## config.mk

```make
export PLATFORM = sky130hd
export DESIGN_NAME = spi_pin_sync
export DESIGN_NICKNAME = d
export VERILOG_FILES = /design/src/verilog/spi_pin_sync.sv
export SDC_FILE = /design/constraint.sdc
export NUM_CORES = 1
export LEC_CHECK = 0
export ABC_AREA = 1
export BUFFER_PORTS_ARGS = -buffer_cell sky130_fd_sc_hd__buf_2
export CORE_AREA = 2 2 39 41
export CTS_BUF_LIST = sky130_fd_sc_hd__clkbuf_8
export CTS_CLUSTER_DIAMETER = 50
export DETAILED_ROUTE_END_ITERATION = 10
export DIE_AREA = 0 0 41 43
export PLACE_DENSITY = 0.45
export SLEW_MARGIN = 10
export SYNTH_ARGS = -nofsm -noshare
export SYNTH_HDL_FRONTEND = slang
export SYNTH_SLANG_ARGS = --single-unit
```

## constraint.sdc

```tcl
create_clock -name clk125M -period 0.8 [get_ports clk125M]
set_input_delay 0.04 -clock clk125M [delete_from_list [all_inputs] [get_ports clk125M]]
set_output_delay 0.04 -clock clk125M [all_outputs]
set_load 0.02 [all_outputs]
```

## src/verilog/spi_pin_sync.sv

```systemverilog
//--------------------------------------------------------------------------
// spi pin synchronizers and spi clock edge detection
//--------------------------------------------------------------------------
`timescale 1ns/1ns

module spi_pin_sync (
    input  logic clk125M,
    input  logic rst_i,
    input  logic spi_clk_i,
    input  logic spi_cs_n_i,
    input  logic spi_mosi_i,
    output logic sclk_rise_o,
    output logic sclk_fall_o,
    output logic cs_active_o,
    output logic mosi_o
);

    // bit positions in the pin vectors
    localparam int SCLK_BIT = 2;
    localparam int CS_BIT   = 1;
    localparam int MOSI_BIT = 0;

    logic [2:0] pin_meta;   // first flop may go metastable
    logic [2:0] pin_sync;
    logic       sclk_prev;

    always_ff @(posedge clk125M) begin
        if (rst_i) begin
            pin_meta    <= 3'b010;   // cs_n idles high
            pin_sync    <= 3'b010;
            sclk_prev   <= 1'b0;
            sclk_rise_o <= 1'b0;
            sclk_fall_o <= 1'b0;
            cs_active_o <= 1'b0;
            mosi_o      <= 1'b0;
        end else begin
            pin_meta  <= {spi_clk_i, spi_cs_n_i, spi_mosi_i};
            pin_sync  <= pin_meta;
            sclk_prev <= pin_sync[SCLK_BIT];

            // edges only count inside a frame
            sclk_rise_o <= pin_sync[SCLK_BIT] & ~sclk_prev & ~pin_sync[CS_BIT];
            sclk_fall_o <= ~pin_sync[SCLK_BIT] & sclk_prev & ~pin_sync[CS_BIT];
            cs_active_o <= ~pin_sync[CS_BIT];
            mosi_o      <= pin_sync[MOSI_BIT];   // same delay as the edge pulses
        end
    end

endmodule

```

Yosys cells after proc, flatten, opt, wreduce, memory -nomap -nowiden
Cells that the tools add are included.
{"block": "classes", "n_bitwise": 7}
{"op": "$and 1x1->1", "n": 4}
{"op": "$not 1->1", "n": 3}
{"block": "totals", "word_cells": 14, "ff_bits": 11}

Depth between registers and ports, before layout
Gate-level depths: netlist of the first run.
{"block": "logic_depth", "ltp_word": 3, "depth_mapped": 3}

Worst setup path after synthesis of the first run
No wires, ideal clock.
{"block": "synth_path", "kind": "register to register", "from": "register pin_meta[1]", "to": "register pin_sync[1]", "path_slack_ps": 227, "period_less_slack_ps": 573, "path_buffers": 0, "path_stages_with_launch": 2, "arrival_ps": 453, "path_cell_list": "dfxtp_1 > or2_1"}
{"item": "start, declared", "line_no": "23", "text": "logic [2:0] pin_meta;"}
{"item": "start signal, assigned", "line_no": "37", "text": "pin_meta <= {spi_clk_i, spi_cs_n_i, spi_mosi_i};"}
{"item": "end signal, assigned", "line_no": "38", "text": "pin_sync <= pin_meta;"}
{"item": "end, declared", "line_no": "24", "text": "logic [2:0] pin_sync;"}
No word-level cell between the ends.

Worst setup path after layout of the first run
{"block": "layout_path", "from": "input port spi_cs_n_i", "to": "register pin_meta[1]"}
{"item": "start, declared", "line_no": "10", "text": "input logic spi_cs_n_i,"}
No word-level cell between the ends.

==> results of run 1 <==
==> placed cells by master (no fill, tap or decap) <==
| cell type | count |
|---|---|
| buf_2 | 8 |
| clkbuf_8 | 3 |
| dfxtp_1 | 11 |
| dlygate4sd3_1 | 1 |
| inv_1 | 11 |
| inv_2 | 1 |
| nand2_1 | 4 |
| nor2_1 | 7 |
| or2_1 | 2 |
==> report_power, final <==
group	switching [mW]	internal, mW	leakage (nW)	total [mW]
Clock	0.190	0.335	0.0269	0.525
Combinational	0.0227	0.0208	0.113	0.0435
Sequential	0.00424	0.568	0.0902	0.572
==> per-layer routing <==
metal / part of all wire (%) / wire length, µm / track usage (%)
met5: 0 / 0 / 0
met2: 36 / 136 / 4.06
met3: 19 / 71 / 7.85
met1: 41 / 157 / 6.60
met4: 3.9 / 15 / 6.00
==> stage by stage <==
step                      instance area, µm²  setup WS (ns)
after floorplan                          315          0.227
after global placement                   375          0.225
after detailed placement                 375          0.221
after CTS                                430         0.0625
after global routing                     430         0.0285
final                                    430         0.0458
==> state kept, by name (all words and copies together) (netlist names) <==
signal and count:
cs_active_o 1, sclk_fall_o 1, mosi_o 1, pin_sync 3, sclk_rise_o 1, sclk_prev 1
pin_meta 3
==> area by class of cell <==
| type | count | area share [%] |
|---|---|---|
| Sequential cell | 11 | 51.2 |
| Multi-Input combinational cell | 13 | 12.5 |
| Timing Repair Buffer | 9 | 11.6 |
| Clock buffer | 3 | 9.59 |
| Inverter | 11 | 9.59 |
| Tap cell | 16 | 4.65 |
| Clock inverter | 1 | 0.872 |
==> cells by family (layout without fill, tap and decap cells) <==
group	after synthesis	after routing	synth area share [%]
flops	11	11	69.8
buf+inv	11	24	13.1
simple gates	13	13	17.1
==> what timing repair did <==
item                                   CTS  global route
endpoints found under the hold margin    1             0
hold buffers                             1             0
setup endpoints to repair                0             0
gates resized for setup                  0             0
==> worst min path at each step <==
stage	from	to	slack, ns	cells after the start
after floorplan	rst_i	pin_meta[0]	0.11	1
after global placement	spi_cs_n_i	pin_meta[1]	0.22	2
after detailed placement	spi_cs_n_i	pin_meta[1]	0.22	2
after CTS	spi_clk_i	pin_meta[2]	0.0003	3
after global routing	spi_clk_i	pin_meta[2]	0.003	3
final	spi_clk_i	pin_meta[2]	0.007	3
==> impl_results.md, run 1 <==
* Port-buffer cells at 8
* Crit path DAT at 0.87 ns
* Die width at 41 µm
* WP buf/inv at 2
* Final period util at a little over nine tenths
* Clock root buffer: clkbuf_8
* Syn nets at 40
* Critical Path Max Stage Delay at 0.53 ns
* Max Freq at 1330 MHz
* Via/cell ratio at between 3 and 4
* Top post-synthesis cells by count: dfxtp_1, inv_1, nor2_1, nand2_1, or2_1
* Post-layout power at 1.14 mW
* Gate Count Post-Synth at 35
* Die Y at 43 µm
* CTS tree: built
* Final-layout fill cell count at between 150 and 200
* Mapped Area at ~320 µm²
* Unique cell type count in the Yosys netlist at 6
* Reg clk slew, reported paths at 0.05 ns
* Status: finished, final reports clean
* Final setup viols at 0
* Final Core Density at 31.1%
* Post-CTS setup buffer count at 0
* Multi-input gate area at 53.8 µm²
* Share of Yosys cell area claimed by the top area cell type at 69.8%
* Leak pwr at 0.230 nW
* TritonRoute pass-1 iters at 1
* CP Depth at 3
* Crit. Startpoint: spi_cs_n_i
* First-pass GRT wire length at about 530 µm
* Cell taking the most area after synthesis: dfxtp_1
* Reg-to-Reg End: pin_sync[1]
* FF-to-FF path depth at 1
* Slowest CP cell: dlygate4sd3_1
* Core ar. at 1380 µm²
* Hold slack at 0.00720 ns
* H-tree levels at 1
* Vias at 212
* Share of cells above drive strength 1 at 25.0%
* # nets final at 54
* Area delta synth->final at 36.5%
* RSZ-0062 raised after global routing: no
* Clock Latency Late Sink at between 0.2 and 0.25 ns
* Diode count at 0
* Peak VDD IR at about 0.0010 V
* Crit path time final at 0.754 ns
* Ys flop type: dfxtp_1
* Largest net degree at the start of global routing at 9
* Slew @ Worst Pin at roughly 0.14 ns
* Routed wire per std cell at 5.95 µm
* Final std cells w/o fill at 64
* Yosys warning count at 0
* Final Hold Fails at 0
* Endpoint type of the worst setup path: flop
* Worst Skew at 0.00344 ns
* Worst min-delay path category: in -> reg
* Max-cap violations at 0
* Worst R2R Start: pin_meta[1]
* Num CTS Buffers at 3
* Total track usage at under 10%
* Num rows at 14
* R2R setup slack at around 0.22 ns
* Register area at between 200 and 250 µm²
* Initial antenna violation count at 0
* Final max-slew violation count at 0
* Grt ovf at 0
* Crit path to: pin_meta[1]
* Worst setup SP type: input port
* Sink Count at 11
* FFs w/ async S/R, synth at 0%
* Worst path top cell family by delay: buffers and inverters
* DRC at 0
* Avg Inst Size Synth at 9.01 µm²
* Final setup TNS at 0 ns
* Initial cell density of the core at 22.8%
* HPWL Detailed at about 250 µm
* Placed Instances at 59
* Vias in the first global route at around 120
* IO Pins at 9
* Die area at 1760 µm²
* RD Place Congestion at 0.579
* Most numerous cell in the Yosys netlist: dfxtp_1
* Register bit total from synthesis at 11
* Synth area leaders: dfxtp_1, inv_1, nor2_1
* Post-route ant nets at 0
* EDFF count, synth at 0
* Relative slew slack at 90.8%
* Crit path cell chain: dlygate4sd3_1, buf_2, or2_1
* Starting DRC count in detailed routing at 0
* Crit path required time at 0.92 ns
* CTS max path bufs at 2
* Drt total wl at 381 µm
* CP Max Fanout at 1
* Total power divided by cell area at 2650 nW/µm²
* Crit path kind: in -> reg
* Register area share after synthesis at between 60% and 70%
Note: power is estimated with default switching activity, not from simulation.
==> run 2, diff against run 1 <==
Settings changed: PLACE_DENSITY 0.45 to 0.56.
==> impl_results.md, run 2 (synthesized netlist as in run 1, its figures left out) <==
* Worst Skew at 0.000448 ns
* Reg-to-Reg End: pin_sync[1]
* Num rows at 14
* Peak VDD IR at ~0.0013 V
* Relative slew slack at 91.0%
* Post-route ant nets at 0
* Crit path required time at 0.92 ns
* Beginning of the worst hold path: spi_clk_i
* RSZ-0062 raised after global routing: no
* Vias in the first global route at 156
* Comb pwr share at approximately 3.8%
* Worst min-delay path category: in -> reg
* Leak pwr at 0.230 nW
* CTS tree: built
* Initial antenna violation count at 0
* Endpoint type of the worst setup path: flop
* Worst R2R Start: pin_meta[1]
* Initial cell density of the core at 22.8%
* Max-cap violations at 0
* DRC at 0
* Vias at 213
* Post-CTS setup buffer count at 0
* Sw frac at 18.7%
* Multi-input gate area at about 54 µm²
* Clock Latency Late Sink at about 0.23 ns
* Worst setup SP type: input port
* Crit path cell chain: dlygate4sd3_1, buf_2, or2_1
* Drt total wl at 380 µm
* TritonRoute pass-1 iters at 2
* First-pass GRT wire length at 600 µm
* Final setup margin at roughly 0.053 ns
* Status: finished, final reports clean
* Max Freq at 1340 MHz
* H-tree levels at 1
* Hold Path Depth at 3
* Worst hold endpoint: pin_meta[2]
* Crit path time final at 0.747 ns
* NetSw at 0.212 mW
* Slowest CP cell: dlygate4sd3_1
* RD Place Congestion at between 0.5 and 0.6
* # nets final at 54
* Crit path kind: in -> reg
* Largest net degree at the start of global routing at 9
* Num CTS Buffers at 3
* Final setup viols at 0
* Die width at 41 µm
* Total track usage at just over 6%
* Reg power frac at between 50 and 60%
* Slew @ Worst Pin at 0.134 ns
* Share of cells above drive strength 1 at 25.0%
* Crit path DAT at 0.87 ns
* IO Pins at 9
* Top Registers: pin_meta x3, pin_sync x3
* Register area at 220 µm²
* Pre-CTS setup slack at 0.219 ns
* WP buf/inv at 2
* Via/cell ratio at 3.33
* Routed wire per std cell at 5.94 µm
* Critical Path Max Stage Delay at 0.53 ns
* Clock power frac at 45.7%
* Diode count at 0
* Pint at 0.924 mW
* Final Hold Fails at 0
* CTS max path bufs at 2
* Final max-slew violation count at 0
* Die Y at ~43 µm
* Grt ovf at 0
* FF-to-FF path depth at 1
* Area delta synth->final at 36.5%
* Port-buffer cells at 8
* Final-layout fill cell count at approximately 150
* Total power divided by cell area at 2640 nW/µm²
* R2R setup slack at approximately 0.21 ns
* Final period util at 93.4%
* Final setup TNS at 0 ns
* Core ar. at 1380 µm²
* Worst path top cell family by delay: buffers and inverters
* Final Core Density at 31.1%
* CP Max Fanout at 1
* Reg clk slew, reported paths at 0.05 ns
* Starting DRC count in detailed routing at 2
* Sink Count at 11
* Die area at 1760 µm²
* Most frequent cells in the layout: inv_1, dfxtp_1, buf_2
* Clock root buffer: clkbuf_8
## run 2: cell counts in the layout (fill, tap and decap cells not counted)
No cell type changed its count.
## run 2: area by class of cell
cell class / count / share of cell area (%)
clock buffer: 3 / 9.59
clock inverter: 1 / 0.872
inverter: 11 / 9.59
multi-input combinational: 13 / 12.5
sequential: 11 / 51.2
tap: 16 / 4.65
timing repair buffer: 9 / 11.6
## run 2: power groups by stage
stage | Clock (mW) | Combinational, mW | Sequential, mW
after global placement | 0 | 0.0397 | 0.582
after CTS | 0.543 | 0.0446 | 0.572
after detailed placement | 0 | 0.0410 | 0.583
final | 0.520 | 0.0436 | 0.573
after floorplan | 0 | 0.0179 | 0.587
after global routing | 0.587 | 0.0499 | 0.573
## run 2: worst min-delay path, cell delays in order
cell and delay, ns:
buf_2 0.07, inv_1 0.03, nor2_1 0.06
## run 2: how the worst max path moves through the flow
stage | cells past startpoint | slack, ns | start | to
2_1_floorplan | 1 | 0.23 | pin_meta[1] | pin_sync[1]
3_3_place_gp | 1 | 0.22 | pin_meta[1] | pin_sync[1]
3_5_place_dp | 1 | 0.22 | pin_meta[1] | pin_sync[1]
4_1_cts | 3 | 0.06 | spi_cs_n_i | pin_meta[1]
5_1_grt | 1 | 0.03 | sclk_fall_o | sclk_fall_o
6_report | 3 | 0.05 | spi_cs_n_i | pin_meta[1]
## run 2: metal layers
metal / GRT usage [%] / vias up / wire, µm
met5: 0 / - / 0
met4: 2.00 / 0 / 6
met3: 9.42 / 2 / 74
met2: 7.19 / 12 / 152
met1: 5.19 / 79 / 146
li1: - / 120 / -
## run 2: what timing repair did
action                                 CTS  global route
hold buffers                             1             0
resized for setup                        0             0
endpoints found under the hold margin    1             0
## run 2: stage by stage
step	area (µm²)	std cells	total power, mW	hold slack [ns]
after detailed placement	375	59	0.624	0.219
final	430	64	1.14	0.00641
after CTS	430	64	1.16	0.00255
after global placement	375	59	0.622	0.218
after floorplan	315	35	0.604	0.111
after global routing	430	64	1.21	0.00857
