### src/verilog/fpga_reg_pkg.sv
//--------------------------------------------------------------------------
// register widths, host address map, opcode and frame state enums
//--------------------------------------------------------------------------
package fpga_reg_pkg;

    //----------------------------------------------------------------------
    // widths and base types
    //----------------------------------------------------------------------
    localparam int REG_DWIDTH = 16;
    localparam int REG_AWIDTH = 7;   // msb of the spi address byte is the opcode

    typedef logic [REG_DWIDTH-1:0] reg_data_t;
    typedef logic [REG_AWIDTH-1:0] reg_addr_t;

    // opcode bit of the address byte
    typedef enum logic {
        REG_OP_WR = 1'b0,
        REG_OP_RD = 1'b1
    } reg_op_e;

    // spi frame engine states
    typedef enum logic [2:0] {
        IDLE,
        ADDR,       // shifting the address byte
        REQ,        // req high, waiting for ack
        WAIT_ACK,   // req low, waiting for ack to drop
        DATA,       // write data in or read data out
        DONE        // frame finished, waiting for cs release
    } frame_state_e;

    //----------------------------------------------------------------------
    // address map
    //----------------------------------------------------------------------
    // read only status
    localparam reg_addr_t ADDR_FW_DATE_LO  = 7'h00;
    localparam reg_addr_t ADDR_FW_DATE_HI  = 7'h01;
    localparam reg_addr_t ADDR_FW_TIME_LO  = 7'h02;
    localparam reg_addr_t ADDR_FW_TIME_HI  = 7'h03;
    localparam reg_addr_t ADDR_MAC_LINK    = 7'h04;

    // read/write phy management
    localparam reg_addr_t ADDR_PHY_RST     = 7'h05;
    localparam reg_addr_t ADDR_MDIO_CLK    = 7'h06;   // bit 0 drives mdc
    localparam reg_addr_t ADDR_MDIO_DATA_O = 7'h07;
    localparam reg_addr_t ADDR_MDIO_DIR    = 7'h08;   // 1 = fpga drives mdio
    localparam reg_addr_t ADDR_MDIO_DATA_I = 7'h09;   // read only

    // first of the consecutive scratch registers
    localparam reg_addr_t ADDR_TEST_ARRAY  = 7'h10;

endpackage

### src/verilog/reg_bus_if.sv
//--------------------------------------------------------------------------
// register request channel, frame engine to register bank
//--------------------------------------------------------------------------
`timescale 1ns/1ns

interface reg_bus_if;

    // four phase req/ack with op/addr/wdata held while req is high
    logic                    req;
    fpga_reg_pkg::reg_op_e   op;
    fpga_reg_pkg::reg_addr_t addr;
    fpga_reg_pkg::reg_data_t wdata;

    logic                    ack;
    fpga_reg_pkg::reg_data_t rdata;   // valid together with ack

    modport host (
        output req,
        output op,
        output addr,
        output wdata,
        input  ack,
        input  rdata
    );

    modport bank (
        input  req,
        input  op,
        input  addr,
        input  wdata,
        output ack,
        output rdata
    );

endinterface

### src/verilog/reg_bank.sv
//--------------------------------------------------------------------------
// host register bank with write decode, read mux, phy reset and mdio bit-bang
//--------------------------------------------------------------------------
`timescale 1ns/1ns

module reg_bank #(
    parameter int PHY_COUNT        = 4,   // 1..4
    parameter int TEST_ARRAY_COUNT = 8    // 1..16
) (
    input  logic                 clk125M,
    input  logic                 rst_i,
    reg_bus_if.bank              bus,
    input  logic [31:0]          fw_date_i,
    input  logic [31:0]          fw_time_i,
    input  logic [PHY_COUNT-1:0] mac_link_i,
    input  logic                 mdio_i,
    output logic [PHY_COUNT-1:0] phy_rst_o,
    output logic                 mdc_o,
    output logic                 mdio_data_o,
    output logic                 mdio_dir_o
);

    localparam int DW = fpga_reg_pkg::REG_DWIDTH;

    fpga_reg_pkg::reg_data_t test_array [TEST_ARRAY_COUNT];
    fpga_reg_pkg::reg_data_t rd_mux;
    fpga_reg_pkg::reg_data_t rdata_q;
    logic [1:0]              mdio_sync;   // mdio pin into clk125M
    logic                    ack_q;
    logic                    req_new;     // first cycle of a request
    logic                    wr_en;

    assign req_new   = bus.req & ~ack_q;
    assign wr_en     = req_new & (bus.op == fpga_reg_pkg::REG_OP_WR);
    assign bus.ack   = ack_q;
    assign bus.rdata = rdata_q;

    //----------------------------------------------------------------------
    // handshake with ack following req one cycle late
    //----------------------------------------------------------------------
    always_ff @(posedge clk125M) begin
        if (rst_i)
            ack_q <= 1'b0;
        else
            ack_q <= bus.req;
    end

    always_ff @(posedge clk125M) begin
        mdio_sync <= {mdio_sync[0], mdio_i};
        if (req_new) rdata_q <= rd_mux;   // valid with ack
    end

    //----------------------------------------------------------------------
    // write registers
    //----------------------------------------------------------------------
    always_ff @(posedge clk125M) begin
        if (rst_i) begin
            for (int i = 0; i < TEST_ARRAY_COUNT; i++) test_array[i] <= '0;
            phy_rst_o   <= '0;
            mdc_o       <= 1'b0;
            mdio_data_o <= 1'b0;
            mdio_dir_o  <= 1'b0;   // mdio released
        end else if (wr_en) begin
            for (int i = 0; i < TEST_ARRAY_COUNT; i++) begin
                if (bus.addr == fpga_reg_pkg::reg_addr_t'(fpga_reg_pkg::ADDR_TEST_ARRAY + i))
                    test_array[i] <= bus.wdata;
            end
            case (bus.addr)
                fpga_reg_pkg::ADDR_PHY_RST:     phy_rst_o   <= bus.wdata[PHY_COUNT-1:0];
                fpga_reg_pkg::ADDR_MDIO_CLK:    mdc_o       <= bus.wdata[0];
                fpga_reg_pkg::ADDR_MDIO_DATA_O: mdio_data_o <= bus.wdata[0];
                fpga_reg_pkg::ADDR_MDIO_DIR:    mdio_dir_o  <= bus.wdata[0];
                default: ;   // writes to status and unmapped addresses ignored
            endcase
        end
    end

    //----------------------------------------------------------------------
    // read mux
    //----------------------------------------------------------------------
    always_comb begin
        rd_mux = '0;   // unused upper bits stay 0
        case (bus.addr)
            fpga_reg_pkg::ADDR_FW_DATE_LO:  rd_mux = fw_date_i[DW-1:0];
            fpga_reg_pkg::ADDR_FW_DATE_HI:  rd_mux = fw_date_i[2*DW-1:DW];
            fpga_reg_pkg::ADDR_FW_TIME_LO:  rd_mux = fw_time_i[DW-1:0];
            fpga_reg_pkg::ADDR_FW_TIME_HI:  rd_mux = fw_time_i[2*DW-1:DW];
            fpga_reg_pkg::ADDR_MAC_LINK:    rd_mux[PHY_COUNT-1:0] = mac_link_i;
            fpga_reg_pkg::ADDR_PHY_RST:     rd_mux[PHY_COUNT-1:0] = phy_rst_o;
            fpga_reg_pkg::ADDR_MDIO_CLK:    rd_mux[0] = mdc_o;
            fpga_reg_pkg::ADDR_MDIO_DATA_O: rd_mux[0] = mdio_data_o;
            fpga_reg_pkg::ADDR_MDIO_DIR:    rd_mux[0] = mdio_dir_o;
            fpga_reg_pkg::ADDR_MDIO_DATA_I: rd_mux[0] = mdio_sync[1];
            default: begin
                // scratch registers or 0 for anything else
                for (int i = 0; i < TEST_ARRAY_COUNT; i++) begin
                    if (bus.addr ==
                        fpga_reg_pkg::reg_addr_t'(fpga_reg_pkg::ADDR_TEST_ARRAY + i))
                        rd_mux = test_array[i];
                end
            end
        endcase
    end

    // bank side of the handshake answers only a pending request
    a_ack_needs_req : assert property (
        @(posedge clk125M) disable iff (rst_i)
        $rose(bus.ack) |-> bus.req
    ) else $error("ack raised without req");

endmodule

### src/flat_wrapper.sv
// flat-port wrapper written by rule: the top's interface ports become plain ports
module reg_bank_flat 
#(
    parameter int PHY_COUNT        = 4,          
    parameter int TEST_ARRAY_COUNT = 8            
)
  (clk125M, rst_i, fw_date_i, fw_time_i, mac_link_i, mdio_i, phy_rst_o, mdc_o, mdio_data_o, mdio_dir_o, bus_req, bus_op, bus_addr, bus_wdata, bus_ack, bus_rdata);
  reg_bus_if bus_i ();
  input  logic clk125M;
  input  logic rst_i;
  input  logic [31:0] fw_date_i;
  input  logic [31:0] fw_time_i;
  input  logic [PHY_COUNT-1:0] mac_link_i;
  input  logic mdio_i;
  output logic [PHY_COUNT-1:0] phy_rst_o;
  output logic mdc_o;
  output logic mdio_data_o;
  output logic mdio_dir_o;
  input wire logic [$bits(bus_i.req)-1:0] bus_req;
  input wire logic [$bits(bus_i.op)-1:0] bus_op;
  input wire logic [$bits(bus_i.addr)-1:0] bus_addr;
  input wire logic [$bits(bus_i.wdata)-1:0] bus_wdata;
  output wire logic [$bits(bus_i.ack)-1:0] bus_ack;
  output wire logic [$bits(bus_i.rdata)-1:0] bus_rdata;
  assign bus_i.req = bus_req;
  assign bus_i.op = bus_op;
  assign bus_i.addr = bus_addr;
  assign bus_i.wdata = bus_wdata;
  assign bus_ack = bus_i.ack;
  assign bus_rdata = bus_i.rdata;
  reg_bank #(.PHY_COUNT(PHY_COUNT), .TEST_ARRAY_COUNT(TEST_ARRAY_COUNT)) u_core (.clk125M(clk125M), .rst_i(rst_i), .bus(bus_i), .fw_date_i(fw_date_i), .fw_time_i(fw_time_i), .mac_link_i(mac_link_i), .mdio_i(mdio_i), .phy_rst_o(phy_rst_o), .mdc_o(mdc_o), .mdio_data_o(mdio_data_o), .mdio_dir_o(mdio_dir_o));
endmodule
### config.mk
export PLATFORM = sky130hd
export DESIGN_NAME = reg_bank_flat
export DESIGN_NICKNAME = d
export VERILOG_FILES = /design/src/verilog/fpga_reg_pkg.sv /design/src/verilog/reg_bus_if.sv /design/src/verilog/reg_bank.sv /design/src/flat_wrapper.sv
export SDC_FILE = /design/constraint.sdc
export NUM_CORES = 1
export LEC_CHECK = 0
export BUFFER_PORTS_ARGS = -buffer_cell sky130_fd_sc_hd__buf_2
export CAP_MARGIN = 10
export CELL_PAD_IN_SITES_DETAIL_PLACEMENT = 2
export CELL_PAD_IN_SITES_GLOBAL_PLACEMENT = 2
export CORE_ASPECT_RATIO = 2
export CORE_MARGIN = 2
export CORE_UTILIZATION = 25
export CTS_CLUSTER_DIAMETER = 30
export CTS_CLUSTER_SIZE = 20
export DETAILED_ROUTE_END_ITERATION = 8
export PLACE_DENSITY_LB_ADDON = 0.1
export SETUP_SLACK_MARGIN = 0.2
export SLEW_MARGIN = 30
export SYNTH_ARGS = -nofsm -noshare
export SYNTH_HDL_FRONTEND = slang
export SYNTH_SLANG_ARGS = --single-unit
### constraint.sdc
create_clock -name clk125M -period 3.3 [get_ports clk125M]
set_clock_uncertainty 0.2 [all_clocks]
set_input_delay 0.495 -clock clk125M [delete_from_list [all_inputs] [get_ports clk125M]]
set_output_delay 0.495 -clock clk125M [all_outputs]
set_load 0.005 [all_outputs]
* Yosys cells after proc, flatten, opt, wreduce, memory -nomap -nowiden
Memory sizes are Yosys's and may differ from the RTL's.
Cells that the tools add are included.
** Cells by class
- $add $sub $neg :: 0
- Multiply operators :: 0
- Divide/modulo/power cells :: 0
- Order comparisons :: 0
- Eq/ne operators :: 17
- Shifts and indexed selects :: 0
- Muxes and demuxes :: 53
- Bitwise logic cells :: 12
- Reduce and logical (&&, ||, !) cells :: 7
** Operators with widths (count)
- $mux 16 :: 16
- $pmux 12 s5 :: 1
- $eq 7x5->1 const B :: 8
- $mux 1 :: 34
- $eq 7x3->1 const B :: 4
- $pmux 3 s7 :: 1
- $eq 7x2->1 const B :: 2
- $eq 7x4->1 const B :: 2
- $pmux 1 s10 :: 1
- $or 1x1->1 :: 8
- $reduce_and 2->1 :: 4
- $eq 7x1->1 const B :: 1
- $logic_not 7->1 :: 1
- $reduce_or 6->1 :: 1
- $reduce_or 4->1 :: 1
- $and 1x1->1 :: 2
- $not 1->1 :: 2
** Storage, ports and cells
- Flip-flop bits (word level) :: 26
- Latch bits :: 0
- RAM bits :: 128
- ROM bits :: 0
- Input port bits :: 96
- Output and inout port bits :: 24
- Memories :: 1
** Memory list
- u_core.test_array :: words 8, bits a word 16, rd ports 8, clocked after memory_dff 0, wr ports 8, RTL line reg_bank.sv:25 : fpga_reg_pkg::reg_data_t test_array [TEST_ARRAY_COUNT];

* Logic depth before layout (Yosys ltp)
- Word-level depth :: 10
- Depth in mapped cells :: 8

* Worst setup path after synthesis
No wires, ideal clock.
- Kind :: input to register
- Start :: in bus_req
- End :: mem u_core.test_array[0][0] (netlist name) (enable)
- Arrival time :: 2.294 ns
- Slack :: 0.431 ns
- Stages on the path :: 4
- Cells stage by stage :: nor2b_1 nor2b_1 nand3_2 nand2b_1
** RTL lines
- start: declaration :: RTL line flat_wrapper.sv:19 : input wire logic [$bits(bus_i.req)-1:0] bus_req;
- end: declaration :: RTL line reg_bank.sv:25

==> flow_summary.toml <==
[routing]
vias_per_cell = 4.75
drt_iter0_drc = 167
wire_per_inst_um = 22.2
drcViolationCount = 0
wl_um = 25000
ant_nets = 0
firstDrtPassIters = 4
vias = 5339

[run]
maxCapViolCount = 0

[yosys]
yosysSeqAreaShare_pct = 59.8
synthArstFlopShare_pct = 0
synth_top_area_share_pct = 57.2
synth-seq-cells = 154
yosys_warnings = 0
syn-cell-area_mm2 = 0.00756
synth-edff-count = 144
yosysMostFrequentCell = "edfxtp_1"
synth_area_leaders = "edfxtp_1 (57%), nor2_1 (6.1%), mux2i_1 (3.8%)"
yosys-top-cells-count = "edfxtp_1 (144), nor2_1 (123), mux2i_1 (29)"
syn-num-nets = 707
synth_top_cell_by_area = "edfxtp_1"
syn_area_per_cell_um2 = 12.4
synth_top_flop_cell = "edfxtp_1"
synthCells = 611
synthDistinctLibCells = 62

[pwr]
irDropWorstVdd_v = 0.000369
power.density_mw_per_mm2 = 497
power.leakage_nw = 3.59

[critical_path]
cp-end-kind = "flop"
crit_required_ps = 3280
cp_max_fo = 16
r2r_setup_slack_ps = 1050
crit_type = "input pin to flop"
worstSetupStartpointType = "input pin"
crit_arrival_ps = 2290
regToRegEndpoint = "u_core.test_array[3][10]$_DFFE_PP_"
reg2reg_depth = 4
rr_startpoint = "u_core.bus.ack$_SDFF_PP0_"

[sta]
hold_viol = 0
setup_viol = 0
period_needed_ps = 2320
fmaxAchievable_mhz = 432
period_share_pct = 70.2
worstMarginPinSlew_ps = 770
fin_setup_tns_ps = 0
rsz0062_at_grt = "false"
slew_headroom_pct = 48.7
maxSlewViolCount = 0

[final_layout]
fin_area_mm2 = 0.00916
antennaDiodeCount = 0
fin_nets = 838
drive_above_1_share_pct = 30.7
area_delta_synth_final_pct = 21.2

[clock_tree]
cts_max_level = 4
cts_resized = 0
clk_pin_slew_ps = 70
cts.path.max_buffers = 2
cts.sink_count = 154
numCtsBuffers = 17
cts_tree = "done"
post_cts_buffers = 0
clock_latency_ps = 450
cts-root-buf = "clkbuf_16"

[global_route]
top_usage_layer = "met2"
met3_usage_pct = 2.51
grt_max_degree = 34
overflow = 0
grt_usage_pct = 16.4
antenna_found_initial = 0
use_met1_pct = 20.6
grt_util_met2_pct = 28.4
grt_pass1_vias = 5898
grt_pass1_wl_um = 38100

[worst_hold_path]
worstHoldPathCells = 2
hp-start = "bus_req"
min_path_type = "input pin to flop"
hold_end = "u_core.bus.ack$_SDFF_PP0_"

[placed_design]
gp_congestion = 0.746
io_buffers = 119
dpl.hpwl_um = 18900
placed_area_mm2 = 0.00859

[floorplanning]
io_pins = 120
core_mm2 = 0.0300
fp.dieH_um = 250
floorplan.initialDensity_pct = 25.2
num_rows = 90
fp.dieW_um = 127
dieArea_mm2 = 0.0317

[run_status]
status = "complete, no violations"
how the worst max path moves through the flow:
stage	startpoint	to	slack (ps)
after floorplan	bus_req	u_core.test_array[0][0]$_SDFFCE_PN0P_	430
after global placement	bus_addr[3]	u_core.test_array[2][29]$_SDFFCE_PN0P_	550
after detailed placement	bus_addr[3]	u_core.test_array[2][29]$_SDFFCE_PN0P_	490
after CTS	bus_addr[3]	u_core.test_array[2][24]$_SDFFCE_PN0P_	970
after global routing	bus_addr[3]	u_core.bus.rdata[10]$_DFFE_PP_	840
final	bus_addr[3]	u_core.test_array[2][24]$_SDFFCE_PN0P_	980
area by class of cell:
| type | instances | area [µm²] |
|---|---|---|
| repair buffers | 150 | 861 |
| well taps | 368 | 460 |
| fillers | 3251 | 20800 |
| inverters | 24 | 90.1 |
| clock inverters | 15 | 131 |
| flip-flops and latches | 154 | 4520 |
| multi-input cells | 395 | 2670 |
| clock buffers | 17 | 425 |
power breakdown:
| part | switching [W] | total, W | leakage [nW] | internal (W) |
|---|---|---|---|---|
| registers | 0.0000229 | 0.00223 | 1.58 | 0.00221 |
| logic | 0.000248 | 0.000409 | 1.75 | 0.000161 |
| clock network | 0.000917 | 0.00191 | 0.269 | 0.000991 |
per-layer routing:
metal | part of all wire, % | up-vias
met1 | 43 | 2675
met3 | 3.6 | 24
met5 | 0 | -
li1 | - | 2514
met2 | 51 | 126
met4 | 1.9 | 0
cells by family (layout without fill, tap and decap cells):
family,count (synthesis),in the layout,share of synthesized area (%)
multiplexers,55,55,9.25
AND/OR/NAND/NOR,221,221,14.4
buffers and inverters,62,206,4.92
flip-flops,154,154,59.8
AO/OA/AOI/OAI,119,119,11.6
flip-flops by register name, summed over array words and instances, names as in the netlist:
| name | count |
|---|---|
| u_core.phy_rst_o | 4 |
| u_core.mdio_sync | 2 |
| u_core.mdc_o | 1 |
| u_core.mdio_data_o | 1 |
| u_core.bus.rdata | 16 |
| u_core.bus.ack | 1 |
| u_core.mdio_dir_o | 1 |
| u_core.test_array | 128 |
per-stage QoR:
stage	hold WS [ps]	setup slack (ps)	utilization (%)	power (W)	std cells
after detailed placement	122	493	28.7	0.00270	1090
final	75.6	984	30.6	0.00455	1123
after floorplan	110	431	-	0.00250	611
after global placement	120	549	28.7	0.00269	1090
after global routing	119	838	30.6	0.00472	1123
after CTS	61.9	966	30.6	0.00461	1123
timing repair:
action | CTS | global route
endpoints found under the setup margin | 0 | 0
hold endpoints to repair | 1 | 0
hold buffers | 1 | 0
placed cells by master (no fill, tap or decap), types with 17 or more instances in the layout:
cell       Yosys  final
a21oi_1       21     21
a22oi_1       17     17
buf_2         15    117
buf_4          8     30
clkbuf_16      0     17
edfxtp_1     144    144
inv_1         24     24
mux2i_1       29     29
nand2_1       25     25
nand2b_1      27     27
nor2_1       123    123
o21ai_0       20     20
worst max-delay path, stage by stage:
cell      delay, ps
buf_2           210
and2b_4         340
and2_1          640
nand2_2         100
nand2b_1        300
buf_12          190
Power figures use the tool's default switching activity.
