[src/verilog/fpga_reg_pkg.sv]
//--------------------------------------------------------------------------
// register widths, host address map, opcode and frame state enums
//--------------------------------------------------------------------------
package fpga_reg_pkg;

    //----------------------------------------------------------------------
    // widths and base types
    //----------------------------------------------------------------------
    localparam int REG_DWIDTH = 16;
    localparam int REG_AWIDTH = 7;   // msb of the spi address byte is the opcode

    typedef logic [REG_DWIDTH-1:0] reg_data_t;
    typedef logic [REG_AWIDTH-1:0] reg_addr_t;

    // opcode bit of the address byte
    typedef enum logic {
        REG_OP_WR = 1'b0,
        REG_OP_RD = 1'b1
    } reg_op_e;

    // spi frame engine states
    typedef enum logic [2:0] {
        IDLE,
        ADDR,       // shifting the address byte
        REQ,        // req high, waiting for ack
        WAIT_ACK,   // req low, waiting for ack to drop
        DATA,       // write data in or read data out
        DONE        // frame finished, waiting for cs release
    } frame_state_e;

    //----------------------------------------------------------------------
    // address map
    //----------------------------------------------------------------------
    // read only status
    localparam reg_addr_t ADDR_FW_DATE_LO  = 7'h00;
    localparam reg_addr_t ADDR_FW_DATE_HI  = 7'h01;
    localparam reg_addr_t ADDR_FW_TIME_LO  = 7'h02;
    localparam reg_addr_t ADDR_FW_TIME_HI  = 7'h03;
    localparam reg_addr_t ADDR_MAC_LINK    = 7'h04;

    // read/write phy management
    localparam reg_addr_t ADDR_PHY_RST     = 7'h05;
    localparam reg_addr_t ADDR_MDIO_CLK    = 7'h06;   // bit 0 drives mdc
    localparam reg_addr_t ADDR_MDIO_DATA_O = 7'h07;
    localparam reg_addr_t ADDR_MDIO_DIR    = 7'h08;   // 1 = fpga drives mdio
    localparam reg_addr_t ADDR_MDIO_DATA_I = 7'h09;   // read only

    // first of the consecutive scratch registers
    localparam reg_addr_t ADDR_TEST_ARRAY  = 7'h10;

endpackage

[src/verilog/reg_bus_if.sv]
//--------------------------------------------------------------------------
// register request channel, frame engine to register bank
//--------------------------------------------------------------------------
`timescale 1ns/1ns

interface reg_bus_if;

    // four phase req/ack with op/addr/wdata held while req is high
    logic                    req;
    fpga_reg_pkg::reg_op_e   op;
    fpga_reg_pkg::reg_addr_t addr;
    fpga_reg_pkg::reg_data_t wdata;

    logic                    ack;
    fpga_reg_pkg::reg_data_t rdata;   // valid together with ack

    modport host (
        output req,
        output op,
        output addr,
        output wdata,
        input  ack,
        input  rdata
    );

    modport bank (
        input  req,
        input  op,
        input  addr,
        input  wdata,
        output ack,
        output rdata
    );

endinterface

[src/verilog/spi_frame.sv]
//--------------------------------------------------------------------------
// spi frame engine with address byte and data shifting, request handshake
// and read data shift out on miso
//--------------------------------------------------------------------------
`timescale 1ns/1ns

module spi_frame (
    input  logic       clk125M,
    input  logic       rst_i,
    input  logic       sclk_rise_i,
    input  logic       sclk_fall_i,
    input  logic       cs_active_i,
    input  logic       mosi_i,
    output logic       spi_miso_o,
    reg_bus_if.host    bus
);

    // bit counter values of the last address bit and the last frame bit
    localparam logic [4:0] ADDR_LAST  = 5'(fpga_reg_pkg::REG_AWIDTH);
    localparam logic [4:0] FRAME_LAST =
        5'(fpga_reg_pkg::REG_AWIDTH + fpga_reg_pkg::REG_DWIDTH);

    fpga_reg_pkg::frame_state_e state;
    logic [4:0]                 bit_cnt;   // rising edges seen in this frame
    logic                       req_q;

    logic [7:0]                 addr_byte;   // {opcode, address}
    logic [7:0]                 addr_next;
    fpga_reg_pkg::reg_op_e      frame_op;
    fpga_reg_pkg::reg_data_t    wr_data;
    fpga_reg_pkg::reg_data_t    rd_shift;

    assign addr_next = {addr_byte[6:0], mosi_i};
    assign frame_op  = fpga_reg_pkg::reg_op_e'(addr_byte[7]);

    assign bus.req   = req_q;
    assign bus.op    = frame_op;
    assign bus.addr  = addr_byte[fpga_reg_pkg::REG_AWIDTH-1:0];
    assign bus.wdata = wr_data;

    //----------------------------------------------------------------------
    // control FSM
    //----------------------------------------------------------------------
    always_ff @(posedge clk125M) begin
        if (rst_i) begin
            state      <= fpga_reg_pkg::IDLE;
            bit_cnt    <= '0;
            req_q      <= 1'b0;
            spi_miso_o <= 1'b0;
        end else begin
            case (state)
                fpga_reg_pkg::IDLE: begin
                    bit_cnt    <= '0;
                    spi_miso_o <= 1'b0;
                    if (cs_active_i) state <= fpga_reg_pkg::ADDR;
                end

                fpga_reg_pkg::ADDR: begin
                    if (!cs_active_i) begin
                        state <= fpga_reg_pkg::IDLE;   // short frame is dropped
                    end else if (sclk_rise_i) begin
                        bit_cnt <= bit_cnt + 1'b1;
                        if (bit_cnt == ADDR_LAST) begin
                            // reads go to the bank right after the address byte
                            if (fpga_reg_pkg::reg_op_e'(addr_next[7]) ==
                                fpga_reg_pkg::REG_OP_RD) begin
                                state <= fpga_reg_pkg::REQ;
                                req_q <= 1'b1;
                            end else begin
                                state <= fpga_reg_pkg::DATA;
                            end
                        end
                    end
                end

                fpga_reg_pkg::REQ: begin
                    if (bus.ack) begin
                        req_q <= 1'b0;
                        state <= fpga_reg_pkg::WAIT_ACK;
                    end
                end

                fpga_reg_pkg::WAIT_ACK: begin
                    if (!bus.ack) begin
                        if (frame_op == fpga_reg_pkg::REG_OP_RD && cs_active_i)
                            state <= fpga_reg_pkg::DATA;
                        else
                            state <= fpga_reg_pkg::DONE;
                    end
                end

                fpga_reg_pkg::DATA: begin
                    if (!cs_active_i) begin
                        state      <= fpga_reg_pkg::IDLE;   // no request for a cut write
                        spi_miso_o <= 1'b0;
                    end else begin
                        if (sclk_fall_i && frame_op == fpga_reg_pkg::REG_OP_RD)
                            spi_miso_o <= rd_shift[fpga_reg_pkg::REG_DWIDTH-1];
                        if (sclk_rise_i) begin
                            bit_cnt <= bit_cnt + 1'b1;
                            if (bit_cnt == FRAME_LAST) begin
                                spi_miso_o <= 1'b0;
                                if (frame_op == fpga_reg_pkg::REG_OP_WR) begin
                                    state <= fpga_reg_pkg::REQ;
                                    req_q <= 1'b1;
                                end else begin
                                    state <= fpga_reg_pkg::DONE;
                                end
                            end
                        end
                    end
                end

                fpga_reg_pkg::DONE: begin
                    spi_miso_o <= 1'b0;
                    if (!cs_active_i) state <= fpga_reg_pkg::IDLE;
                end

                default: state <= fpga_reg_pkg::IDLE;
            endcase
        end
    end

    //----------------------------------------------------------------------
    // shift registers
    //----------------------------------------------------------------------
    always_ff @(posedge clk125M) begin
        if (state == fpga_reg_pkg::ADDR && sclk_rise_i) addr_byte <= addr_next;
        if (state == fpga_reg_pkg::DATA && sclk_rise_i)
            wr_data <= {wr_data[fpga_reg_pkg::REG_DWIDTH-2:0], mosi_i};   // msb first

        if (state == fpga_reg_pkg::REQ && bus.ack)
            rd_shift <= bus.rdata;   // captured with ack
        else if (state == fpga_reg_pkg::DATA && sclk_fall_i)
            rd_shift <= {rd_shift[fpga_reg_pkg::REG_DWIDTH-2:0], 1'b0};
    end

    // host side of the handshake only drops req once ack was seen
    a_req_fall_after_ack : assert property (
        @(posedge clk125M) disable iff (rst_i)
        $fell(bus.req) |-> bus.ack
    ) else $error("req dropped while ack low");

endmodule

[src/flat_wrapper.sv]
// flat-port wrapper written by rule: the top's interface ports become plain ports
module spi_frame_flat 
  (clk125M, rst_i, sclk_rise_i, sclk_fall_i, cs_active_i, mosi_i, spi_miso_o, bus_req, bus_op, bus_addr, bus_wdata, bus_ack, bus_rdata);
  reg_bus_if bus_i ();
  input  logic clk125M;
  input  logic rst_i;
  input  logic sclk_rise_i;
  input  logic sclk_fall_i;
  input  logic cs_active_i;
  input  logic mosi_i;
  output logic spi_miso_o;
  output wire logic [$bits(bus_i.req)-1:0] bus_req;
  output wire logic [$bits(bus_i.op)-1:0] bus_op;
  output wire logic [$bits(bus_i.addr)-1:0] bus_addr;
  output wire logic [$bits(bus_i.wdata)-1:0] bus_wdata;
  input wire logic [$bits(bus_i.ack)-1:0] bus_ack;
  input wire logic [$bits(bus_i.rdata)-1:0] bus_rdata;
  assign bus_req = bus_i.req;
  assign bus_op = bus_i.op;
  assign bus_addr = bus_i.addr;
  assign bus_wdata = bus_i.wdata;
  assign bus_i.ack = bus_ack;
  assign bus_i.rdata = bus_rdata;
  spi_frame u_core (.clk125M(clk125M), .rst_i(rst_i), .sclk_rise_i(sclk_rise_i), .sclk_fall_i(sclk_fall_i), .cs_active_i(cs_active_i), .mosi_i(mosi_i), .spi_miso_o(spi_miso_o), .bus(bus_i));
endmodule
[config.mk]
export PLATFORM = sky130hd
export DESIGN_NAME = spi_frame_flat
export DESIGN_NICKNAME = d
export VERILOG_FILES = /design/src/verilog/fpga_reg_pkg.sv /design/src/verilog/reg_bus_if.sv /design/src/verilog/spi_frame.sv /design/src/flat_wrapper.sv
export SDC_FILE = /design/constraint.sdc
export NUM_CORES = 1
export LEC_CHECK = 0
export BUFFER_PORTS_ARGS = -buffer_cell sky130_fd_sc_hd__buf_2
export CORE_MARGIN = 2
export CORE_UTILIZATION = 30
export DETAILED_ROUTE_END_ITERATION = 8
export PLACE_DENSITY_LB_ADDON = 0.3
export SLEW_MARGIN = 20
export SYNTH_ARGS = -nofsm -noshare
export SYNTH_HDL_FRONTEND = slang
export SYNTH_SLANG_ARGS = --single-unit
export TNS_END_PERCENT = 50
[constraint.sdc]
create_clock -name clk125M -period 2.4 [get_ports clk125M]
set_input_delay 0.36 -clock clk125M [delete_from_list [all_inputs] [get_ports clk125M]]
set_output_delay 0.36 -clock clk125M [all_outputs]
set_load 0.01 [all_outputs]
# Word level (Yosys, flattened, before mapping)
# Cells that the tools add are included.
# totals
ff_bits	50
output_inout_bits	26
word_cells	83
# op_classes
addsub	1
reduce_logical	16
n_mux	34
eq_ne	25
# op_table
operator	n
two-way mux 3 bit	12
two-way mux 16 bit	2
!= test 2 bit (second input constant)	9
one-hot mux 3 bit (6 select lines)	1
two-way mux 1 bit	14
two-way mux 5 bit	2
!= test 2 x 1 -> 1 bit (second input constant)	5
one-hot mux 5 bit (2 select lines)	1
AND reduction 10 bit	1
AND reduction 8 bit	1
equality test 3 x 2 -> 1 bit (second input constant)	2
equality test 3 bit (second input constant)	2
logical AND 1 bit	6
!= test 3 x 2 -> 1 bit (second input constant)	2
!= test 3 bit (second input constant)	2
nonzero test 2 bit	3
adder 5 x 1 -> 5 bit (second input constant)	1
equality test 5 x 3 -> 1 bit (second input constant)	1
equality test 5 bit (second input constant)	1
OR reduction 2 bit	2
equality test 3 x 1 -> 1 bit (second input constant)	1
zero test 3 bit	1
one-hot mux 1 bit (3 select lines)	1
AND reduction 3 bit	1
2 further kinds	2

# Logic depth before layout (Yosys ltp)
# depth
word_depth	6
mapped_depth	7

# Least setup slack after synthesis
# Ideal clock, no wire load.
# synth_timing
path_type	register to register
from	register u_core.state[2]
to	register u_core.rd_shift[0] (enable)
setup_time_ps	388
arrival_ps	1539
stages_incl_launch_ff	5
path_slack_ps	472
synth_period_minus_slack_ps	1928
path_cell_list	dfxtp_1 > buf_4 > clkbuf_1 > a31oi_1 > nor2_1
# synth_via
elab_chain_cells	3
word_cells_on_any_way	5
classes_between	eq/ne (2); reduce/logical (3)
# synth_lines
element	line_no	source
start: declaration	spi_frame.sv:23	fpga_reg_pkg::frame_state_e state;
start signal: assignment	spi_frame.sv:46	state <= fpga_reg_pkg::IDLE;
start signal: assignment	spi_frame.sv:55	if (cs_active_i) state <= fpga_reg_pkg::ADDR;
start signal: assignment	spi_frame.sv:60	state <= fpga_reg_pkg::IDLE;
equality test 3 bit / equality test 3 x 2 -> 1 bit (equally long branches)	spi_frame.sv:134, spi_frame.sv:132	
logical AND 1 bit, on equally long branches	spi_frame.sv:134, spi_frame.sv:132	
nonzero test 2 bit (no line) *	n/a	
end signal: assignment	spi_frame.sv:133	rd_shift <= bus.rdata;
end signal: assignment	spi_frame.sv:135	rd_shift <= {rd_shift[fpga_reg_pkg::REG_DWIDTH-2:0], 1'b0};
end: declaration	spi_frame.sv:31	fpga_reg_pkg::reg_data_t rd_shift;
# Mark *: on every way between the ends. The rest lies on a longest branch, timed or not.
# A chain may end at the register's enable or synchronous reset.

# Worst setup path after layout
# layout_timing
from	register u_core.state[0]
to	register u_core.state[0]
# layout_via
elab_chain_cells	3
word_cells_on_any_way	16
classes_between	eq/ne (13); mux (1); reduce/logical (2)
# layout_lines
element	line_no	source
equality test 3 x 1 -> 1 bit (tied with other cells)	spi_frame.sv:51	case (state)
!= test 3 x 2 -> 1 bit (no line) (tied with other cells)	n/a	
AND reduction 8 bit (no line)	n/a	
# Parallel ways exist; a longest one is shown, timed or not.

==> impl_metrics.sql <==
INSERT INTO impl_metrics (metric_group, metric, value, unit) VALUES
('synth', 'synthArstFlopShare', '0', '%'),
('critical_path', 'reg2regPathDepth', '5', ''),
('sta', 'worst_pin_slew', '0.7513', 'ns'),
('clock_network', 'number_of_buffers_on_the_longest_clock_path', '2', ''),
('critical_path', 'crit_arrival', '2.21', 'ns'),
('floorplan', 'die-area', '7898', 'um2'),
('clock_network', 'clk_pin_slew', '0.08', 'ns'),
('synth', 'ys.warnings.count', '0', ''),
('sta', 'period_needed', '2.033', 'ns'),
('critical_path', 'cp.required', '2.58', 'ns'),
('place', 'gpl.final_weighted_congestion', '0.8017', ''),
('sta', 'setup_tns', '0', 'ns'),
('power', 'sequentialPowerShare', '51.7', '%'),
('floorplan', 'die_x', '88.87', 'um'),
('worst_hold_path', 'hold_path_class', 'in -> reg', ''),
('cells_and_area', 'final_cell_mix', 'sky130_fd_sc_hd__buf_2 (48), sky130_fd_sc_hd__edfxtp_1 (40), sky130_fd_sc_hd__mux2_2 (15)', ''),
('floorplan', 'initial_utilization', '31.46', '%'),
('place', 'hpwl', '2.827', 'mm'),
('critical_path', 'path_max_fanout', '20', ''),
('routing', 'drc_errors', '0', ''),
('routing', 'route.final.wire_length', '4.053', 'mm'),
('clock_network', 'root_buffer', 'sky130_fd_sc_hd__clkbuf_8', ''),
('cells_and_area', 'share_of_cells_above_drive_strength_1', '39.71', '%'),
('power', 'switching_share', '29.61', '%'),
('sta', 'maxSlewViolCount', '0', ''),
('critical_path', 'worst-r2r-setup-slack', '0.37', 'ns'),
('routing', 'drt_iter0_drc', '97', ''),
('clock_network', 'clock-sinks', '50', ''),
('grt', 'initial_antenna_violation_count', '0', ''),
('worst_hold_path', 'hold-path-endpoint', 'u_core.addr_byte[0]', ''),
('place', 'placed_area', '2497', 'um2'),
('synth', 'synth_nets', '176', ''),
('synth', 'synth_top_flop_cell', 'sky130_fd_sc_hd__edfxtp_1', ''),
('synth', 'synth.yosys.seq_area_share', '64.85', '%'),
('sta', 'setup-violations-final', '0', ''),
('place', 'place.detailed.instances', '292', ''),
('cells_and_area', 'postLayoutCoreUtil', '37.91', '%'),
('grt', 'number_of_global_route_vias_before_repair', '1264', ''),
('cells_and_area', 'area_added_between_synthesis_and_finish', '20.50', '%'),
('cells_and_area', 'design.final.nets', '227', ''),
('sta', 'rsz0062_at_grt', 'false', ''),
('clock_network', 'cts_inserted_buffers', '5', ''),
('synth', 'synth_enable_flop_cells', '40', ''),
('routing', 'router_iterations_before_antenna_repair', '4', ''),
('flow_run', 'max-cap-violations', '0', ''),
('sta', 'final_cycle_utilization_of_the_critical_path', '84.71', '%'),
('synth', 'synth.ff_latch_count', '50', ''),
('clock_network', 'clk_latency', '0.30', 'ns'),
('grt', 'grt_usage', '10.66', '%'),
('worst_hold_path', 'worstHoldStart', 'mosi_i', ''),
('synth', 'synth.cell_area', '2161', 'um2'),
('cells_and_area', 'stdcell_area', '2604', 'um2'),
('outcome', 'run_status', 'completed', ''),
('floorplan', 'core-area', '6869', 'um2'),
('power', 'leakagePower', '0.0009445', 'uW'),
('critical_path', 'critical_path.endpoint_type', 'flip-flop', ''),
('synth', 'syn_avg_cell_area', '14.22', 'um2'),
('critical_path', 'timing.critical_path.from_type', 'flip-flop', ''),
('clock_network', 'post_cts_buffers', '0', ''),
('power', 'power_frac_clock', '24.6', '%'),
('sta', 'max_slew_margin', '49.84', '%'),
('worst_hold_path', 'min_path_cells', '1', ''),
('cells_and_area', 'diodes', '0', ''),
('clock_network', 'cts_hold_buf', '0', ''),
('cells_and_area', 'nFillCells', '662', ''),
('critical_path', 'critical_path.reg2reg.endpoint', 'u_core.state[0]', ''),
('grt', 'grt_max_degree', '21', ''),
('floorplan', 'die_h', '88.87', 'um'),
('clock_network', 'cts_tree', 'built', ''),
('floorplan', 'rows', '30', ''),
('place', 'port_buffers', '48', '');
## worst max path at each step
stage,from,end,slack (ns),depth (start not counted)
after floorplan,u_core.state[2],u_core.rd_shift[0],0.47,4
after global placement,u_core.state[0],u_core.state[0],0.40,5
after detailed placement,u_core.state[0],u_core.state[0],0.39,5
after CTS,u_core.state[0],u_core.state[0],0.37,5
after global routing,u_core.state[0],u_core.state[0],0.22,5
final,u_core.state[0],u_core.state[0],0.37,5
## routing by layer
layer | track usage, % | wire (um) | vias up
met1 | 14.55 | 1934 | 653
met4 | 3.581 | 44 | 0
met2 | 16.28 | 1929 | 30
li1 | - | - | 674
met5 | 0 | 0 | -
met3 | 3.078 | 145 | 5
## power groups by stage
stage	registers (uW)	logic [uW]	clock network, uW
detailed placement	1230	560	0
finish	1210	558	577
floorplan	1190	454	0
global route	1230	619	631
CTS	1210	563	597
global placement	1230	557	0
## sequential cells by signal (all words and copies together) (netlist names)
name,flops
u_core.rd_shift,16
u_core.addr_byte,8
u_core.spi_miso_o,1
u_core.bus.wdata,16
u_core.bus.req,1
u_core.bit_cnt,5
u_core.state,3
## cell usage after synthesis, types with 3 or more instances
library cell | count | share of area, %
sky130_fd_sc_hd__a211oi_1 | 3 | 1.0
sky130_fd_sc_hd__a21oi_1 | 5 | 1.2
sky130_fd_sc_hd__buf_4 | 3 | 1.0
sky130_fd_sc_hd__dfxtp_1 | 10 | 9.3
sky130_fd_sc_hd__edfxtp_1 | 40 | 56
sky130_fd_sc_hd__mux2_2 | 15 | 7.8
sky130_fd_sc_hd__nand2_1 | 7 | 1.2
sky130_fd_sc_hd__nand3_1 | 3 | 0.69
sky130_fd_sc_hd__nor2_1 | 11 | 1.9
sky130_fd_sc_hd__nor2b_1 | 3 | 0.87
sky130_fd_sc_hd__o21ai_0 | 5 | 1.2
sky130_fd_sc_hd__xnor2_1 | 3 | 1.2
sky130_fd_sc_hd__xor2_1 | 3 | 1.2
## area by class of cell
type | count | area (um2) | share of cell area, %
multi-input cells | 93 | 705.7 | 27.10
well taps | 96 | 120.1 | 4.613
flip-flops and latches | 50 | 1401 | 53.82
clock buffers | 7 | 76.32 | 2.931
clock inverters | 1 | 30.03 | 1.153
inverters | 2 | 7.507 | 0.2883
repair buffers | 51 | 262.8 | 10.09
## stage by stage
stage          hold WS [ns]  setup slack (ns)
3_3_place_gp         0.4264            0.3958
6_report             0.2487            0.3670
2_1_floorplan        0.4589            0.4722
4_1_cts              0.2413            0.3688
5_1_grt              0.2425            0.2202
3_5_place_dp         0.4281            0.3859
## logic make-up after synthesis
logic type      after synthesis  synth area share, %
flops                        50                64.85
simple gates                 42                11.41
compound gates               27                9.438
mux                          16                8.280
buf+inv                       9                2.489
xor+xnor                      6                2.432
fa+ha+maj                     2                1.100
## critical path, stage by stage (launching register included)
cell and delay [ns]:
sky130_fd_sc_hd__dfxtp_1 0.81, sky130_fd_sc_hd__nor3_1 0.13, sky130_fd_sc_hd__a311oi_2 0.45, sky130_fd_sc_hd__o221ai_2 0.19
sky130_fd_sc_hd__a311oi_2 0.26, sky130_fd_sc_hd__a211oi_1 0.07
No activity file was read; power rests on OpenSTA's default activity.
